--- src/source/cpu_isa_pkg.sv ---
// Instruction set: field widths, opcode encoding, register index and data word types, instruction word formats
package cpu_isa_pkg;

  localparam int WORD_W    = 16;
  localparam int REG_IDX_W = 4;
  localparam int OPCODE_W  = 4;
  localparam int IMM8_W    = 8;
  localparam int NUM_REGS  = 16;

  typedef logic [WORD_W-1:0]    word_t;
  typedef logic [REG_IDX_W-1:0] reg_idx_t;

  // Unlisted encodings execute as no-ops
  typedef enum logic [OPCODE_W-1:0] {
    OP_ADD = 4'd0,
    OP_SUB = 4'd1,
    OP_AND = 4'd2,
    OP_XOR = 4'd3,
    OP_SLL = 4'd4,
    OP_SRL = 4'd5,
    OP_LW  = 4'd8,
    OP_SW  = 4'd9,
    OP_LLB = 4'd10,
    OP_LHB = 4'd11,
    OP_HLT = 4'd15
  } opcode_e;

  // Register format, also used by LW and SW with rt as a signed word offset
  typedef struct packed {
    opcode_e  opcode;
    reg_idx_t rd;
    reg_idx_t rs;
    reg_idx_t rt;
  } r_fmt_t;

  // Byte immediate format for LLB and LHB
  typedef struct packed {
    opcode_e           opcode;
    reg_idx_t          rd;
    logic [IMM8_W-1:0] imm;
  } i_fmt_t;

  typedef union packed {
    r_fmt_t r_fmt;
    i_fmt_t i_fmt;
  } instr_u;

endpackage
--- src/source/cpu_pipe_pkg.sv ---
// Pipeline records: ID/EX record, no-op record constant, commit record
package cpu_pipe_pkg;

  // Everything execute needs, captured at the decode edge
  typedef struct packed {
    logic                  valid;
    cpu_isa_pkg::opcode_e  opcode;
    cpu_isa_pkg::reg_idx_t rd;
    // Base address or ALU operand A
    cpu_isa_pkg::word_t    rs_data;
    // ALU operand B, store data, or old rd value for load-half
    cpu_isa_pkg::word_t    rt_data;
    // Sign-extended word offset or zero-extended byte immediate
    cpu_isa_pkg::word_t    imm;
    logic                  mem_read;
    logic                  mem_write;
    logic                  reg_write;
    logic                  halt;
  } id_ex_t;

  // Bubble loaded on reset
  localparam id_ex_t ID_EX_NOP = '0;

  // One register write, also reported on the trace port
  typedef struct packed {
    logic                  valid;
    cpu_isa_pkg::reg_idx_t rd;
    cpu_isa_pkg::word_t    data;
  } commit_t;

endpackage

--- src/source/cpu_core_top.sv ---
// Core top: decode, register file, ID/EX register and execute wired together
`timescale 1ns/1ps

module cpu_core_top (
  input  logic                  clk,
  input  logic                  rst,
  input  logic                  instr_valid,
  input  cpu_isa_pkg::instr_u   instr,
  output logic                  instr_ready,
  output logic                  wb_cyc,
  output logic                  wb_stb,
  output logic                  wb_we,
  output cpu_isa_pkg::word_t    wb_adr,
  output cpu_isa_pkg::word_t    wb_dat_o,
  input  cpu_isa_pkg::word_t    wb_dat_i,
  input  logic                  wb_ack,
  output cpu_pipe_pkg::commit_t commit,
  output logic                  halted
);

  cpu_isa_pkg::reg_idx_t rs_idx;
  cpu_isa_pkg::reg_idx_t rt_idx;
  cpu_isa_pkg::word_t    rs_val;
  cpu_isa_pkg::word_t    rt_val;
  cpu_pipe_pkg::id_ex_t  id_rec;
  cpu_pipe_pkg::id_ex_t  ex_rec;
  logic                  stall_n;

  reg_file u_reg_file (
    .clk    (clk),
    .rst    (rst),
    .rs_idx (rs_idx),
    .rt_idx (rt_idx),
    .rs_val (rs_val),
    .rt_val (rt_val),
    .wr     (commit)
  );

  instr_decode u_instr_decode (
    .instr_valid (instr_valid),
    .instr       (instr),
    .instr_ready (instr_ready),
    .stall_n     (stall_n),
    .rs_idx      (rs_idx),
    .rt_idx      (rt_idx),
    .rs_val      (rs_val),
    .rt_val      (rt_val),
    .id_rec      (id_rec)
  );

  id_ex_reg u_id_ex_reg (
    .clk     (clk),
    .rst     (rst),
    .stall_n (stall_n),
    .id_rec  (id_rec),
    .ex_rec  (ex_rec)
  );

  // Writeback commit feeds the register file write port and the trace output
  execute_unit u_execute_unit (
    .clk      (clk),
    .rst      (rst),
    .ex_rec   (ex_rec),
    .stall_n  (stall_n),
    .wb_cyc   (wb_cyc),
    .wb_stb   (wb_stb),
    .wb_we    (wb_we),
    .wb_adr   (wb_adr),
    .wb_dat_o (wb_dat_o),
    .wb_dat_i (wb_dat_i),
    .wb_ack   (wb_ack),
    .commit   (commit),
    .halted   (halted)
  );

endmodule

--- src/source/execute_unit.sv ---
// Execute stage with ALU, load-half merge, Wishbone classic access, halt latch and commit
`timescale 1ns/1ps

module execute_unit (
  input  logic                  clk,
  input  logic                  rst,
  input  cpu_pipe_pkg::id_ex_t  ex_rec,
  output logic                  stall_n,
  output logic                  wb_cyc,
  output logic                  wb_stb,
  output logic                  wb_we,
  output cpu_isa_pkg::word_t    wb_adr,
  output cpu_isa_pkg::word_t    wb_dat_o,
  input  cpu_isa_pkg::word_t    wb_dat_i,
  input  logic                  wb_ack,
  output cpu_pipe_pkg::commit_t commit,
  output logic                  halted
);

  cpu_isa_pkg::word_t alu_res;
  logic               mem_req;
  logic               hlt_req;
  logic               bus_done;
  logic               busy;
  logic               turnaround;

  // Bus stays idle for one cycle after every ack
  assign mem_req  = ex_rec.valid && (ex_rec.mem_read || ex_rec.mem_write) && !halted;
  assign hlt_req  = ex_rec.valid && ex_rec.halt;
  assign wb_cyc   = mem_req && !turnaround;
  assign wb_stb   = wb_cyc;
  assign wb_we    = ex_rec.mem_write;
  assign wb_adr   = ex_rec.rs_data + ex_rec.imm;
  assign wb_dat_o = ex_rec.rt_data;
  assign bus_done = wb_cyc && wb_ack;

  // HLT also blocks the stream in its own execute cycle
  assign stall_n = !halted && !hlt_req && !(mem_req && !bus_done);

  always_comb begin
    case (ex_rec.opcode)
      cpu_isa_pkg::OP_ADD: alu_res = ex_rec.rs_data + ex_rec.rt_data;
      cpu_isa_pkg::OP_SUB: alu_res = ex_rec.rs_data - ex_rec.rt_data;
      cpu_isa_pkg::OP_AND: alu_res = ex_rec.rs_data & ex_rec.rt_data;
      cpu_isa_pkg::OP_XOR: alu_res = ex_rec.rs_data ^ ex_rec.rt_data;
      cpu_isa_pkg::OP_SLL: alu_res = ex_rec.rs_data << ex_rec.rt_data[3:0];
      cpu_isa_pkg::OP_SRL: alu_res = ex_rec.rs_data >> ex_rec.rt_data[3:0];
      // rt_data carries the old rd value here
      cpu_isa_pkg::OP_LLB: alu_res = {ex_rec.rt_data[15:8], ex_rec.imm[7:0]};
      cpu_isa_pkg::OP_LHB: alu_res = {ex_rec.imm[7:0], ex_rec.rt_data[7:0]};
      default:             alu_res = '0;
    endcase
  end

  // Loads commit only in the ack cycle
  always_comb begin
    commit.valid = ex_rec.valid && ex_rec.reg_write &&
                   (!ex_rec.mem_read || bus_done);
    commit.rd    = ex_rec.rd;
    commit.data  = ex_rec.mem_read ? wb_dat_i : alu_res;
  end

  always_ff @(posedge clk) begin
    if (rst) begin
      busy       <= 1'b0;
      turnaround <= 1'b0;
      halted     <= 1'b0;
    end else begin
      busy       <= wb_cyc && !wb_ack;
      turnaround <= bus_done;
      halted     <= halted || hlt_req;
    end
  end

  // One access per bus cycle so the bus drops right after ack
  wb_cycle_ends_after_ack: assert property (
    @(posedge clk) disable iff (rst)
    wb_stb && wb_ack |=> !wb_cyc && !wb_stb
  );

  // An open cycle keeps strobe and every request field until ack
  wb_request_held: assert property (
    @(posedge clk) disable iff (rst)
    busy |-> wb_stb && $stable(wb_adr) && $stable(wb_we) && $stable(wb_dat_o)
  );

  no_commit_after_halt: assert property (
    @(posedge clk) disable iff (rst)
    halted |-> !commit.valid
  );

endmodule

--- src/source/id_ex_reg.sv ---
// ID/EX pipeline register that loads on stall_n, holds during a stall and clears on reset
`timescale 1ns/1ps

module id_ex_reg (
  input  logic                 clk,
  input  logic                 rst,
  input  logic                 stall_n,
  input  cpu_pipe_pkg::id_ex_t id_rec,
  output cpu_pipe_pkg::id_ex_t ex_rec
);

  // Reset clears the whole record so a stale opcode never reaches execute
  always_ff @(posedge clk) begin
    if (rst) begin
      ex_rec <= cpu_pipe_pkg::ID_EX_NOP;
    end else if (stall_n) begin
      ex_rec <= id_rec;
    end
  end

  // Execute stalls only on a live record and needs it unchanged for the whole bus wait
  ex_rec_hold_during_stall: assert property (
    @(posedge clk) disable iff (rst)
    !stall_n |=> $stable(ex_rec) && ex_rec.valid
  );

endmodule

--- src/source/instr_decode.sv ---
// Decode stage with stream handshake, format split, register read selection and ID/EX record
`timescale 1ns/1ps

module instr_decode (
  input  logic                  instr_valid,
  input  cpu_isa_pkg::instr_u   instr,
  output logic                  instr_ready,
  input  logic                  stall_n,
  output cpu_isa_pkg::reg_idx_t rs_idx,
  output cpu_isa_pkg::reg_idx_t rt_idx,
  input  cpu_isa_pkg::word_t    rs_val,
  input  cpu_isa_pkg::word_t    rt_val,
  output cpu_pipe_pkg::id_ex_t  id_rec
);

  localparam int SEXT_W = cpu_isa_pkg::WORD_W - cpu_isa_pkg::REG_IDX_W;
  localparam int ZEXT_W = cpu_isa_pkg::WORD_W - cpu_isa_pkg::IMM8_W;

  cpu_isa_pkg::opcode_e opcode;
  logic                 accept;
  logic                 is_alu;
  logic                 is_lw;
  logic                 is_sw;
  logic                 is_lh;
  logic                 is_hlt;

  // Decode only takes a word when execute can take the previous one
  assign instr_ready = stall_n;
  assign accept      = instr_valid && stall_n;

  // Opcode sits in the same bits in both views
  assign opcode = instr.r_fmt.opcode;

  assign is_alu = opcode inside {cpu_isa_pkg::OP_ADD, cpu_isa_pkg::OP_SUB,
                                 cpu_isa_pkg::OP_AND, cpu_isa_pkg::OP_XOR,
                                 cpu_isa_pkg::OP_SLL, cpu_isa_pkg::OP_SRL};
  assign is_lw  = (opcode == cpu_isa_pkg::OP_LW);
  assign is_sw  = (opcode == cpu_isa_pkg::OP_SW);
  assign is_lh  = opcode inside {cpu_isa_pkg::OP_LLB, cpu_isa_pkg::OP_LHB};
  assign is_hlt = (opcode == cpu_isa_pkg::OP_HLT);

  // Load-half needs the old rd for the merge, SW needs rd as store data
  assign rs_idx = instr.r_fmt.rs;
  assign rt_idx = (is_lh || is_sw) ? instr.r_fmt.rd : instr.r_fmt.rt;

  always_comb begin
    id_rec         = cpu_pipe_pkg::ID_EX_NOP;
    id_rec.valid   = accept;
    id_rec.opcode  = opcode;
    // rd sits in the same bits in both views
    id_rec.rd      = instr.r_fmt.rd;
    id_rec.rs_data = rs_val;
    id_rec.rt_data = rt_val;

    if (is_lh) begin
      id_rec.imm = {{ZEXT_W{1'b0}}, instr.i_fmt.imm};
    end else begin
      // Signed word offset for LW and SW
      id_rec.imm = {{SEXT_W{instr.r_fmt.rt[cpu_isa_pkg::REG_IDX_W-1]}}, instr.r_fmt.rt};
    end

    // Flags only on an accepted word
    id_rec.mem_read  = accept && is_lw;
    id_rec.mem_write = accept && is_sw;
    id_rec.reg_write = accept && (is_alu || is_lw || is_lh);
    id_rec.halt      = accept && is_hlt;
  end

endmodule

--- src/source/reg_file.sv ---
// 16x16 register file: two read ports, one write port, write-through bypass, r0 hardwired to zero
`timescale 1ns/1ps

module reg_file (
  input  logic                  clk,
  input  logic                  rst,
  input  cpu_isa_pkg::reg_idx_t rs_idx,
  input  cpu_isa_pkg::reg_idx_t rt_idx,
  output cpu_isa_pkg::word_t    rs_val,
  output cpu_isa_pkg::word_t    rt_val,
  input  cpu_pipe_pkg::commit_t wr
);

  cpu_isa_pkg::word_t regs [cpu_isa_pkg::NUM_REGS];

  // Same-cycle write wins, so decode sees the value execute is committing
  function automatic cpu_isa_pkg::word_t read_port(input cpu_isa_pkg::reg_idx_t idx);
    if (idx == '0) begin
      return '0;
    end
    if (wr.valid && (wr.rd == idx)) begin
      return wr.data;
    end
    return regs[idx];
  endfunction

  always_ff @(posedge clk) begin
    if (rst) begin
      for (int i = 0; i < cpu_isa_pkg::NUM_REGS; i++) begin
        regs[i] <= '0;
      end
    end else if (wr.valid && (wr.rd != '0)) begin
      regs[wr.rd] <= wr.data;
    end
  end

  always_comb begin
    rs_val = read_port(rs_idx);
    rt_val = read_port(rt_idx);
  end

endmodule

--- config.mk ---
export PLATFORM = sky130hd
export DESIGN_NAME = cpu_core_top
export DESIGN_NICKNAME = d
export VERILOG_FILES = /design/src/source/cpu_isa_pkg.sv /design/src/source/cpu_pipe_pkg.sv /design/src/source/cpu_core_top.sv /design/src/source/execute_unit.sv /design/src/source/id_ex_reg.sv /design/src/source/instr_decode.sv /design/src/source/reg_file.sv
export SDC_FILE = /design/constraint.sdc
export NUM_CORES = 1
export LEC_CHECK = 0
export ABC_AREA = 1
export BUFFER_PORTS_ARGS = -buffer_cell sky130_fd_sc_hd__buf_4
export CAP_MARGIN = 20
export CELL_PAD_IN_SITES_DETAIL_PLACEMENT = 1
export CELL_PAD_IN_SITES_GLOBAL_PLACEMENT = 1
export CORE_AREA = 5 5 210 212
export DETAILED_ROUTE_END_ITERATION = 6
export DIE_AREA = 0 0 215 217
export MAX_ROUTING_LAYER = met4
export PLACE_DENSITY = 0.95
export SLEW_MARGIN = 20
export SYNTH_ARGS = -nofsm -noshare
export SYNTH_HDL_FRONTEND = slang
export SYNTH_SLANG_ARGS = --single-unit
--- constraint.sdc ---
create_clock -name clk -period 5.6 [get_ports clk]
set_input_delay 0.84 -clock clk [delete_from_list [all_inputs] [get_ports clk]]
set_output_delay 0.84 -clock clk [all_outputs]
set_load 0.02 [all_outputs]
## After elaboration in Yosys (flattened, before gate mapping)

Memory sizes are Yosys's and may differ from the RTL's.
Index checks and enable logic that the tools add are counted.

| storage, ports and cells | value |
|---|---|
| flip-flop bits (word level) | 63 |
| bits in latches | 0 |
| bits in writable memories | 256 |
| memory bits (read-only) | 0 |
| logic and storage cells | 103 |
| memories | 1 |

Memories:

| name | depth | width | read ports | clocked after memory_dff | write ports | RTL line | text |
|---|---|---|---|---|---|---|---|
| u_reg_file.regs | 16 | 16 | 2 | 0 | 16 | reg_file.sv:14 | `cpu_isa_pkg::word_t regs [cpu_isa_pkg::NUM_REGS];` |

| operators by class | value |
|---|---|
| add/subtract/negate cells | 3 |
| multipliers | 0 |
| divide/modulo/power cells | 0 |
| magnitude comparators | 0 |
| eq/ne operators | 19 |
| shift operators | 2 |
| muxes and demuxes | 26 |
| bitwise gates (word level) | 2 |
| reduce and logical (&&, ||, !) cells | 38 |

Operators by type and width:

| operator | count |
|---|---|
| 16-bit two-way mux | 11 |
| 16-bit case mux with 8 select lines | 1 |
| 16-bit adder | 2 |
| 4-bit == test, second input constant | 7 |
| 1-bit logical AND | 18 |
| 16-bit AND | 1 |
| 4-bit by 2-bit == test with 1-bit output, second input constant | 4 |
| 4-bit by 3-bit == test with 1-bit output, second input constant | 4 |
| 4-bit logical NOT | 4 |
| 16-bit OR reduction | 1 |
| 16-bit by 4-bit << shifter with 16-bit output | 1 |
| 16-bit by 4-bit right shift with 16-bit output | 1 |
| 16-bit subtractor | 1 |
| 16-bit bitwise XOR | 1 |
| 1-bit two-way mux | 12 |
| 4-bit by 1-bit == test with 1-bit output, second input constant | 2 |
| 4-bit == test | 2 |
| 4-bit two-way mux | 2 |
| 1-bit logical NOT | 6 |
| 1-bit logical OR | 6 |
| 6-bit nonzero test | 1 |
| 4-bit nonzero test | 1 |
| 2-bit nonzero test | 1 |

## Logic depth before layout (Yosys ltp)

Gate-level depths: netlist of the first run.

| depth | value |
|---|---|
| word-level depth | 13 |
| gate-level depth with buffers | 27 |
| depth with buffers taken out | 26 |

## Hierarchy

Synthesis of the first run repeated with hierarchy kept, for this count alone.

| unflattened totals | value |
|---|---|
| cell total of the unflattened synthesis | 3457 |
| area total of the unflattened synthesis | 22730.6 um^2 |

By module, submodules not included:

| module | times used | cells each | area an instance (um^2) | seq. area each (um^2) |
|---|---|---|---|---|
| reg_file | 1 | 2092 | 15109.5 | 7687.4 |
| execute_unit | 1 | 878 | 4500.6 | 40.0 |
| id_ex_reg | 1 | 387 | 2497.4 | 1221.2 |
| instr_decode | 1 | 100 | 623.1 | 0.0 |

## Least setup slack after synthesis of the first run

Ideal clock, no wire load.

| timing | value |
|---|---|
| path type | register -> output |
| start point | register, netlist name u_id_ex_reg.ex_rec[20] |
| end point | output commit[13] (netlist bit) |
| arrival time | 3149 ps |
| setup slack | 1611 ps |
| stages on the path, launching flop included | 24 |
| path buffers | 2 |
| path through | dfxtp_1 > inv_2 > buf_2 > ha_1 > inv_1 > nor3_1 > nand3_1 > nor3_1 > a31oi_1 > a21oi_1 > xor2_1 > ha_1 > nand2_1 > inv_1 > nand2_1 > nand2_1 > a21oi_1 > nand2_1 > nand2_1 > nand3_1 > nand3_1 > nand2_1 > buf_4 > inv_1 |

RTL lines:

| item | RTL line | text |
|---|---|---|
| end: declaration | cpu_core_top.sv:17 | `output cpu_pipe_pkg::commit_t commit,` |

==> reports/qor.yml, run 1 <==
worstPathCellList: "clkinv_2, ha_1, inv_1, nor3_1, nand3_1, nor3_1, a31oi_1, a21oi_1, xor2_1, ha_1, nand2_1, inv_1, nand2_1, nand2_1, a21oi_1, nand3_1, nand3_1, nand3_1, nand2_1, buf_4, inv_1, buf_4"
die_x_um: 215
clk_latency_ns: 0.55
die_y_um: 217
cp-start-kind: "flip-flop"
setup_viol: 0
hold_depth: 2
ys_async_sr_fraction_pct: 0
post-dp-hpwl_um: 62200
placementRows: 75
irDropWorstVdd_mv: 0.290
ys_ff_latch: 312
hold_end: "u_id_ex_reg.ex_rec[0]"
cts_made_buffers: 36
die_area_mm2: 0.0467
drive_above_1_share_pct: 8.98
slew_headroom_pct: 21.7
design_area_mm2: 0.0228
clock_sinks: 312
p_leak_nw: 9.64
coreArea_mm2: 0.0418
grt_max_degree: 130
cts_hold_buf: 0
dp_slack_ns: 0.988
place.gp.congestion: 1.01
power_density_mw_per_mm2: 331
syn_area_per_cell_um2: 7.28
via_per_inst: 6.70
endpoint_kind: "output port"
post-route-min-period_ns: 5.18
grt_pass1_vias: 23500
track_usage_pct: 40.5
area_delta_synth_final_pct: 9.71
path_clk_slew_ns: 0.07
final_nets: 2923
tns_ns: 0
hold_viol_final: 0
r2r_start: "u_id_ex_reg.ex_rec[58]"
critPathLaunch: "u_id_ex_reg.ex_rec[20]"
io_pins: 94
rsz0062_at_grt: "false"
start_util_pct: 49.7
synth.area.top_cells: "edfxtp_1 37%, nand2_1 15%, nand3_1 11%, nor2_1 7.3%, dfxtp_1 5.4%"
yosysMostFrequentCell: "nand2_1"
synth_top_area_cell: "edfxtp_1"
wirelength_um: 95800
io_buffers: 93
clockBufferDepth: 3
crit_path_top_delay_cell: "dfxtp_1"
status: "complete, no violations"
finalPower_mw: 7.53
yosys_warnings: 0
cap_violations: 0
fmax_ghz: 0.193
drtIter0Drc: 3689
fin_ws_ns: 0.423
worst_r2r_path_depth: 22
synth_edf_count: 256
fin_skew_ns: 0.0172
arrival_ns: 4.34
overflow: 0
critPathRequiredTime_ns: 4.76
criticalPathCategory: "reg2out"
cp_max_fo: 18
finalCritPeriodShare_pct: 92.5
cts-root-buf: "clkbuf_16"
syn_area_mm2: 0.0207
hold_start: "u_id_ex_reg.ex_rec[0]"
n_fill_cell: 5217
post_cts_buffers: 0
synthCells: 2851
tightest_slew_ns: 1.17
drc: 0
worstHoldPathType: "reg2reg"
grt_pass1_wl_um: 142000
synth_top_area_share_pct: 37.1
antenna_found_initial: 3
dominantRegCellSynth: "edfxtp_1"
h-tree-depth: 2
num_vias: 22800
r2r-end: "u_reg_file.regs[11][11]"
r2r_setup_slack_ns: 1.36
dr.pass1.iters: 6
ys_seq_area_share_pct: 42.5
placed_cell_area_mm2: 0.0214
ys_types: 49
post_cts_resized: 0
cts_tree: "yes"
drtAntennaViolNets: 0
slowest_delay_ns: 0.33
synth_common_cells: "834 x nand2_1, 442 x nand3_1, 401 x nor2_1"
wl_per_cell_um: 28.1
drv_slew: 0
## flip-flops by register name, summed over array words and instances (netlist names)
name                       flops
u_execute_unit.turnaround      1
u_reg_file.regs              256
u_id_ex_reg.ex_rec            54
u_execute_unit.halted          1
## cell families (layout without fill, tap and decap cells)
family	count (synthesis)	after routing	synth area share [%]
AOI/OAI and AO/OA	328	328	9.05
DFF	312	312	42.5
adders and majority gates	50	50	3.09
xor gates and xnor gates	33	33	1.39
buffers and inverters	363	360	8.02
and+or+nand+nor	1764	1764	36.0
other	1	20	0.0181
## worst max path at each step
stage / end / slack (ns) / depth (start not counted)
after floorplan: commit[13] / 1.61 / 23
after global placement: commit[13] / 1.12 / 22
after detailed placement: commit[13] / 0.99 / 22
after CTS: commit[13] / 0.40 / 22
after global routing: commit[13] / 0.005 / 22
final: commit[13] / 0.42 / 22
## critical path, delay by kind of cell, from the launching register on
| kind | cells | cell delay, ns |
|---|---|---|
| AND/OR/NAND/NOR | 10 | 1.30 |
| buffers and inverters | 6 | 0.90 |
| AO/OA/AOI/OAI | 3 | 0.59 |
| adder cells (fa/ha/maj) | 2 | 0.50 |
| flip-flops | 1 | 0.33 |
| XOR/XNOR | 1 | 0.17 |
## stage by stage
stage,hold WS [ns],util [%],std cells
after floorplan,0.445,-,2866
after global placement,0.457,51.3,3337
after detailed placement,0.466,51.3,3337
after CTS,0.480,54.4,3401
after global routing,0.508,54.5,3406
final,0.478,54.5,3406
## placed cells by master (no fill, tap or decap), drive strengths merged, types with 31 or more instances in the layout
| master | netlist | routed |
|---|---|---|
| nand2 | 861 | 861 |
| o211ai | 31 | 31 |
| nor2 | 409 | 409 |
| edfxtp | 256 | 256 |
| dfxtp | 56 | 56 |
| inv | 161 | 160 |
| buf | 135 | 129 |
| o21ai | 125 | 125 |
| ha | 48 | 48 |
| a21oi | 125 | 125 |
| clkbuf | 61 | 42 |
| nand3 | 443 | 443 |
## final cells by class
type                       instances  area [um^2]  area share, %
antenna                            4         10.0         0.0440
clock buffer                      42          975           4.28
clock inverter                    22          300           1.32
inverter                         167          631           2.77
multi-input combinational       2191        10300           45.5
sequential                       312         8810           38.7
tap                              539          674           2.96
timing repair buffer             129         1010           4.45
## per-layer routing
layer | vias to the layer above | global-route usage [%] | wire length [um]
met3 | 573 | 11.4 | 12400
li1 | 9448 | - | -
met4 | 0 | 23.3 | 6720
met5 | - | - | 0
met1 | 10900 | 48.2 | 34200
met2 | 1897 | 62.2 | 42400
## report_power, final
| group | switching [mW] | total, mW | leakage (nW) | internal (mW) |
|---|---|---|---|---|
| logic | 1.56 | 2.13 | 5.93 | 0.573 |
| registers | 0.147 | 2.76 | 3.10 | 2.61 |
| clock network | 1.06 | 2.64 | 0.622 | 1.58 |
Note: power is estimated with default switching activity, not from simulation.
==> run 2, diff against run 1 <==
Settings changed: CORE_AREA 5 5 210 212 to 2 2 218 199, DIE_AREA 0 0 215 217 to 0 0 220 201.
==> run 2 against run 1 <==
Worst setup slack improved by 0.0019 ns. Register-to-register slack lost 0.08 ns. Hold slack better by 0.0086 ns. Die area decreased by 5.2%. Sequential cell count stayed put. Critical path depth is 1 higher. Critical endpoint is now commit[15]. Largest power group unchanged.
==> reports/qor.yml, run 2 (synthesis gave the netlist of run 1 again) <==
regMostFlops: "u_reg_file.regs"
swShare_pct: 38.6
final_cell_mix: "832 x nand2_1, 442 x nand3_1, 401 x nor2_1"
hold_viol_final: 0
dr.pass1.iters: 6
tightest_slew_ns: 0.937
combPwrFrac_pct: 30.1
die_x_um: 220
final_nets: 2925
wirelength_um: 93800
rsz0062_at_grt: "false"
p_clk_share_pct: 32.0
largest_reg_flops: 256
regArea_mm2: 0.00881
grt_pass1_vias: 22300
cts_hold_buf: 0
setup_viol: 0
fin_skew_ns: 0.0216
tns_ns: 0
grt_max_degree: 77
post-place-cells: 3356
slowest_delay_ns: 0.32
fin_cells: 3422
cts-root-buf: "clkbuf_16"
start_util_pct: 49.2
design_area_mm2: 0.0226
placed_cell_area_mm2: 0.0215
die_y_um: 201
wl_per_cell_um: 27.4
fmax_ghz: 0.193
path_clk_slew_ns: 0.06
drive_above_1_share_pct: 8.87
worstPathCellList: "inv_2, ha_1, inv_1, nor3_1, nand3_1, nor3_1, a31oi_1, a21oi_1, xor2_1, ha_1, a21oi_1, nor2_1, nor2_1, nand2_1, inv_1, nand2_1, inv_1, nand2_1, nand3_1, nand3_1, nand2_2, inv_1, buf_4"
clockBufferDepth: 3
worstHoldPathType: "reg2reg"
final_common_cell: "nand2_1"
arrival_ns: 4.34
post_cts_buffers: 0
die_area_mm2: 0.0442
grt_pass1_wl_um: 139000
area_delta_synth_final_pct: 8.94
cts_made_buffers: 35
critPathRequiredTime_ns: 4.76
overflow: 0
largestRegisters: "u_reg_file.regs x256, u_id_ex_reg.ex_rec x54"
io_pins: 94
via_per_inst: 6.46
n_fill_cell: 5355
antenna_found_initial: 3
clock_sinks: 312
criticalPathCategory: "reg2out"
num_vias: 22100
cts_tree: "yes"
place.gp.congestion: 1.04
cap_violations: 0
h-tree-depth: 2
post_cts_resized: 0
status: "complete, no violations"
drc: 0
endpoint_kind: "output port"
coreArea_mm2: 0.0422
finalCritPeriodShare_pct: 92.4
p_leak_nw: 9.56
placementRows: 72
post-route-min-period_ns: 5.18
cp-start-kind: "flip-flop"
io_buffers: 93
multi_input_area_mm2: 0.0103
track_usage_pct: 43.5
crit_path_top_delay_cell: "dfxtp_1"
post-dp-hpwl_um: 65200
power_density_mw_per_mm2: 322
irDropWorstVdd_mv: 0.278
drv_slew: 0
seqPwrFrac_pct: 37.9
finalPower_mw: 7.29
cp_max_fo: 18
clk_latency_ns: 0.58
p_sw_mw: 2.81
drtIter0Drc: 3307
p_int_mw: 4.48
cp_common_cell: "inv_1"
drtAntennaViolNets: 0
slew_headroom_pct: 37.4
==> run 2: final timing paths <==
| check | start | to | slack (ns) | cells past startpoint |
|---|---|---|---|---|
| setup / recovery | u_id_ex_reg.ex_rec[20] | commit[15] | 0.42 | 23 |
| hold / removal | u_id_ex_reg.ex_rec[0] | u_id_ex_reg.ex_rec[0] | 0.49 | 2 |
| setup reg to reg | u_id_ex_reg.ex_rec[20] | u_reg_file.regs[7][11] | 1.28 | 23 |
| hold reg to reg | u_id_ex_reg.ex_rec[0] | u_id_ex_reg.ex_rec[0] | 0.49 | 2 |
==> run 2: cell type report <==
type / instances / area share, %
timing repair buffer: 132 / 4.47
clock buffer: 44 / 4.16
clock inverter: 17 / 0.709
multi-input combinational: 2191 / 45.8
inverter: 167 / 2.78
sequential: 312 / 39.0
tap: 555 / 3.07
antenna: 4 / 0.0443
==> run 2: worst max-delay path, delay by kind of cell (launching register included) <==
kind,cells,cell delay [ns]
xor+xnor,1,0.19
simple gates,11,1.40
flops,1,0.32
fa+ha+maj,2,0.52
buf+inv,6,0.71
compound gates,3,0.63
==> run 2: metrics by stage <==
| stage | util, % | setup slack, ns | hold WS, ns |
|---|---|---|---|
| floorplan | - | 1.61 | 0.445 |
| global placement | 50.9 | 1.19 | 0.462 |
| global route | 53.6 | 0.100 | 0.527 |
| finish | 53.6 | 0.425 | 0.486 |
| detailed placement | 50.9 | 1.17 | 0.467 |
| CTS | 53.5 | 0.556 | 0.488 |
==> run 2: power groups by stage <==
stage	Combinational (mW)	Sequential [mW]	Clock [mW]
2_1_floorplan	1.32	2.72	0
3_5_place_dp	2.08	2.80	0
4_1_cts	2.10	2.75	2.31
6_report	2.19	2.76	2.33
3_3_place_gp	2.02	2.78	0
5_1_grt	2.31	2.76	2.38
==> run 2: per-layer routing <==
layer  global-route usage, %  vias up  share of wire [%]
li1                        -     9463                  -
met1                    56.9    10700                 39
met2                    63.6     1583                 44
met3                    10.0      372                 12
met4                    21.1        0                5.7
met5                       -        -                  0
